===== config.mk =====
export PLATFORM = sky130hd
export DESIGN_NAME = vai_offset_regs
export DESIGN_NICKNAME = d
export VERILOG_FILES = /design/src/vai_pkg.sv /design/src/vai_offset_regs.sv
export VERILOG_INCLUDE_DIRS = /design/src
export SDC_FILE = /design/constraint.sdc
export NUM_CORES = 1
export LEC_CHECK = 0
export BUFFER_PORTS_ARGS = -buffer_cell sky130_fd_sc_hd__buf_2
export CAP_MARGIN = 20
export CORE_MARGIN = 4
export CORE_UTILIZATION = 25
export CTS_BUF_LIST = sky130_fd_sc_hd__clkbuf_8
export DETAILED_ROUTE_END_ITERATION = 16
export MAX_ROUTING_LAYER = met4
export PLACE_DENSITY_LB_ADDON = 0.2
export SLEW_MARGIN = 20
export SYNTH_ARGS = -nofsm -noshare
export SYNTH_HDL_FRONTEND = slang
export SYNTH_SLANG_ARGS = --single-unit

===== constraint.sdc =====
create_clock -name clk -period 3.3 [get_ports clk]
set_clock_uncertainty 0.15 [all_clocks]
set_input_delay 0.495 -clock clk [delete_from_list [all_inputs] [get_ports clk]]
set_output_delay 0.495 -clock clk [all_outputs]
set_load 0.01 [all_outputs]

===== src/vai_cfg.svh =====
`ifndef VAI_CFG_SVH
`define VAI_CFG_SVH

// Number of sub-AFUs sharing the host port, kept a power of two
`define VAI_NUM_AFUS 8

// VMID width, log2 of the sub-AFU count
`define VAI_VMID_W 3

`define VAI_ADDR_W 42  // Cache-line address width
`define VAI_DATA_W 64  // Write data carried per request
`define VAI_MDATA_W 16  // Request tag width
`define VAI_CL_LEN_W 2  // Line count encoding

`endif


===== src/vai_pkg.sv =====
`default_nettype none
`include "vai_cfg.svh"

package vai_pkg;

    typedef enum logic [1:0]
    {
        rd_line,
        wr_line,
        wr_fence
    } t_req_type;

    typedef struct packed
    {
        logic [`VAI_VMID_W-1:0] vmid;  // Owning sub-AFU
        logic [`VAI_MDATA_W-`VAI_VMID_W-1:0] tag;  // Sub-AFU local tag
    } t_mdata_split;

    // The sub-AFU sees raw, the host port sees the split view
    typedef union packed
    {
        logic [`VAI_MDATA_W-1:0] raw;
        t_mdata_split split;
    } t_mdata;

    typedef logic [`VAI_ADDR_W-1:0] t_offset;

    typedef struct packed
    {
        logic [`VAI_ADDR_W-1:0] address;
        logic [`VAI_CL_LEN_W-1:0] cl_len;
        t_mdata mdata;
    } t_rd_hdr;

    typedef struct packed
    {
        t_req_type req_type;
        logic sop;  // Start of a multi-line write
        logic [`VAI_ADDR_W-1:0] address;
        logic [`VAI_CL_LEN_W-1:0] cl_len;
        t_mdata mdata;
    } t_wr_hdr;

endpackage

`default_nettype wire


===== src/vai_offset_regs.sv =====
`default_nettype none
`include "vai_cfg.svh"

module vai_offset_regs
(
    input  wire                    clk,
    input  wire                    reset,
    input  wire                    cfg_wr,
    input  wire [`VAI_VMID_W-1:0]  cfg_idx,
    input  wire vai_pkg::t_offset  cfg_offset,
    output vai_pkg::t_offset       offsets [`VAI_NUM_AFUS]
);

    always_ff @(posedge clk)
    begin
        if (reset)
        begin
            for (int i = 0; i < `VAI_NUM_AFUS; i++)
            begin
                offsets[i] <= '0;  // Every sub-AFU starts at host address zero
            end
        end
        else if (cfg_wr)
        begin
            offsets[cfg_idx] <= cfg_offset;
        end
    end

endmodule

`default_nettype wire


==> flow_summary_export.csv <==
group,metric,value,unit
yosys,syn_nets,1235,
sta,worst_slack,1.53,ns
clock_network,htreeDepth,2,
yosys,synth_top_area_share,51.1,%
routing,drtIter0Drc,295,
sta,slew_viol_final,0,
yosys,synth_ff_type,"dfxtp_1",
clock_network,clock-sinks,336,
yosys,synth_xor_area_share,0,%
power,leakage,9.05,nW
place,port_buffers,383,
floorplanning,core-area,51700,sq um
layout,drive_above_1_share,30.9,%
sta,slew_headroom,42.0,%
worst_setup_path,critPathTopFamily,"flip-flops",
global_route,grt_pass1_vias,9735,
global_route,grt_usage,14.7,%
yosys,synth_adder_area_share,0,%
layout,register_area,6730,sq um
yosys,synth_cells,1187,
sta,final-hold-violation-count,0,
sta,period_share,53.8,%
yosys,ys_types,14,
clock_network,cts_made_buffers,59,
routing,via_count,9364,
sta,worstMarginPinSlew,0.870,ns
worst_setup_path,cp.required,2.65,ns
worst_setup_path,worstPathArrival,1.13,ns
place,dp_slack,1.00,ns
floorplanning,initial_core_util,25.4,%
clock_network,clk_path_buf_depth,3,
yosys,yosys-top-cells-area,"dfxtp_1 51%, mux2i_1 26%, nand2b_1 18%",
place,hpwl,27.4,mm
clock_network,path_clk_slew,0.06,ns
worst_setup_path,cp-end-kind,"primary output",
layout,n_fill_cell,5406,
power,ir_worst_vdd,0.000260,V
sta,fin_tns_setup,0,ns
layout,stdcell_area,16800,sq um
yosys,synth_edf_count,0,
sta,max_freq,563,MHz
worst_hold_path,hold_class,"primary input to flop",
yosys,synth-compound-area-share,0,%
worst_setup_path,worstPathMaxFanout,2,
yosys,ys_seq_area_share,51.1,%
clock_network,cts_tree,"yes",
worst_setup_path,r2r_slack,2.50,ns
yosys,ys_top_cells_by_count,"378 x nand2b_1, 336 x dfxtp_1, 336 x mux2i_1, 75 x clkbuf_1, 35 x buf_2",
sta,setup_viol,0,
yosys,ys_ff_latch,336,
layout,multi_input_area,5890,sq um
clock_network,ctsRootBufferMaster,"clkbuf_8",
yosys,muxShareOfSynthArea,25.6,%
layout,nNetsFinal,1569,
clock_network,clk_latency,0.61,ns
worst_setup_path,critPathMaxStageDelay,0.35,ns
place,dpl-instance-area,15600,sq um
place,place_congestion,0.734,
flow_run,maxCapViolations,0,
floorplanning,die_h,237,um
yosys,synth_area,13200,sq um
yosys,yosysWarnings,0,
sta,rsz0062_at_grt,"false",
clock_network,hold_buffers,0,
layout,n_antenna_cell,0,
power,power,8.69,mW
worst_setup_path,worstPathCellList,"buf_2",
layout,syn_to_final_growth,27.9,%
routing,dr.pass1.iters,4,
run_status,status,"completed",
worst_setup_path,critical_path_class,"flop to primary output",
worst_setup_path,path_buf_inv,1,
yosys,yosys.area_share.simple,18.8,%
clock_network,ctsResizeCount,0,
routing,wl,42.1,mm
layout,largest_register_ffs,336,
routing,route.detailed.drc,0,
yosys,synthArstFlopShare,0,%
routing,via_per_inst,4.17,
yosys,synth_top_family_by_area,"multiplexers",
yosys,synth_top_cell_by_area,"dfxtp_1",
global_route,gr-total-overflow,0,
global_route,grt_pass1_wl,62.6,mm
global_route,grt_max_degree,76,
layout,top_register,"offsets",
clock_network,cts_setup_buffers,0,
yosys,yosys.cell_count.top_type,"nand2b_1",
global_route,grt_antenna_before_repair,0,
layout,reg.largest.list,"offsets x336",
routing,routedWlPerCell,18.8,um
floorplanning,num_io_pins,384,
power,power.density,516,nW/um^2
floorplanning,fp-row-count,83,
yosys,syn_avg_cell_area,11.1,sq um
worst_setup_path,crit_path_top_delay_cell,"dfxtp_1",
floorplanning,die-area,56400,sq um
floorplanning,die_w,237,um
routing,ant_nets,0,
worst_setup_path,critPathLaunchType,"flop",
sta,min_period,1.77,ns
[layout by cell type, fill, tap and decap left out]
cell type and instances:
buf_2 382, clkbuf_8 75, buf_6 1, nor4b_4 1, nand4b_1 3, nor4bb_1 1, dfxtp_1 336, nand4_1 1
inv_1 25, buf_4 8, bufinv_16 2, clkinvlp_4 1, nand2b_1 378, clkinv_2 1, buf_12 9, or4b_4 1
nand4bb_4 3, mux2i_1 336
[path summary, 6_finish.rpt]
path,cells past startpoint,end,start
hold reg to reg,2,offsets[42],offsets[42]
hold / removal,3,offsets[265],cfg_offset[13]
setup reg to reg,2,offsets[285],offsets[285]
setup / recovery,1,offsets[260],offsets[260]
[power by group]
group	switching, mW	internal [mW]
sequential	0.0468	4.15
combinational	0.355	0.261
clock	1.71	2.17
total	2.11	6.58
[logic make-up (layout without fill, tap and decap cells)]
logic type,count (synthesis),in the layout
buf+inv,127,504
flops,336,336
mux,336,336
simple gates,388,388
[routing by layer]
layer	GRT usage [%]	routed length [um]	up-vias
met5	-	0	-
met4	4.10	753	0
met3	4.08	2850	63
met2	23.9	19900	268
met1	18.1	18600	4486
li1	-	-	4547
[stage by stage]
step | hold WS, ns | util (%) | instances
detailed placement | 0.309 | 30.2 | 2140
global placement | 0.306 | 30.2 | 2140
finish | 0.230 | 32.5 | 2244
floorplan | 0.343 | - | 1187
global route | 0.219 | 32.5 | 2244
CTS | 0.138 | 32.5 | 2244
[cell type report]
type	count	area share (%)
Timing Repair Buffer	400	12.9
Tap cell	680	5.06
Clock buffer	75	6.13
Clock inverter	29	0.989
Multi-Input combinational cell	724	35.0
Sequential cell	336	40.0
No activity file was read; power rests on OpenSTA's default activity.
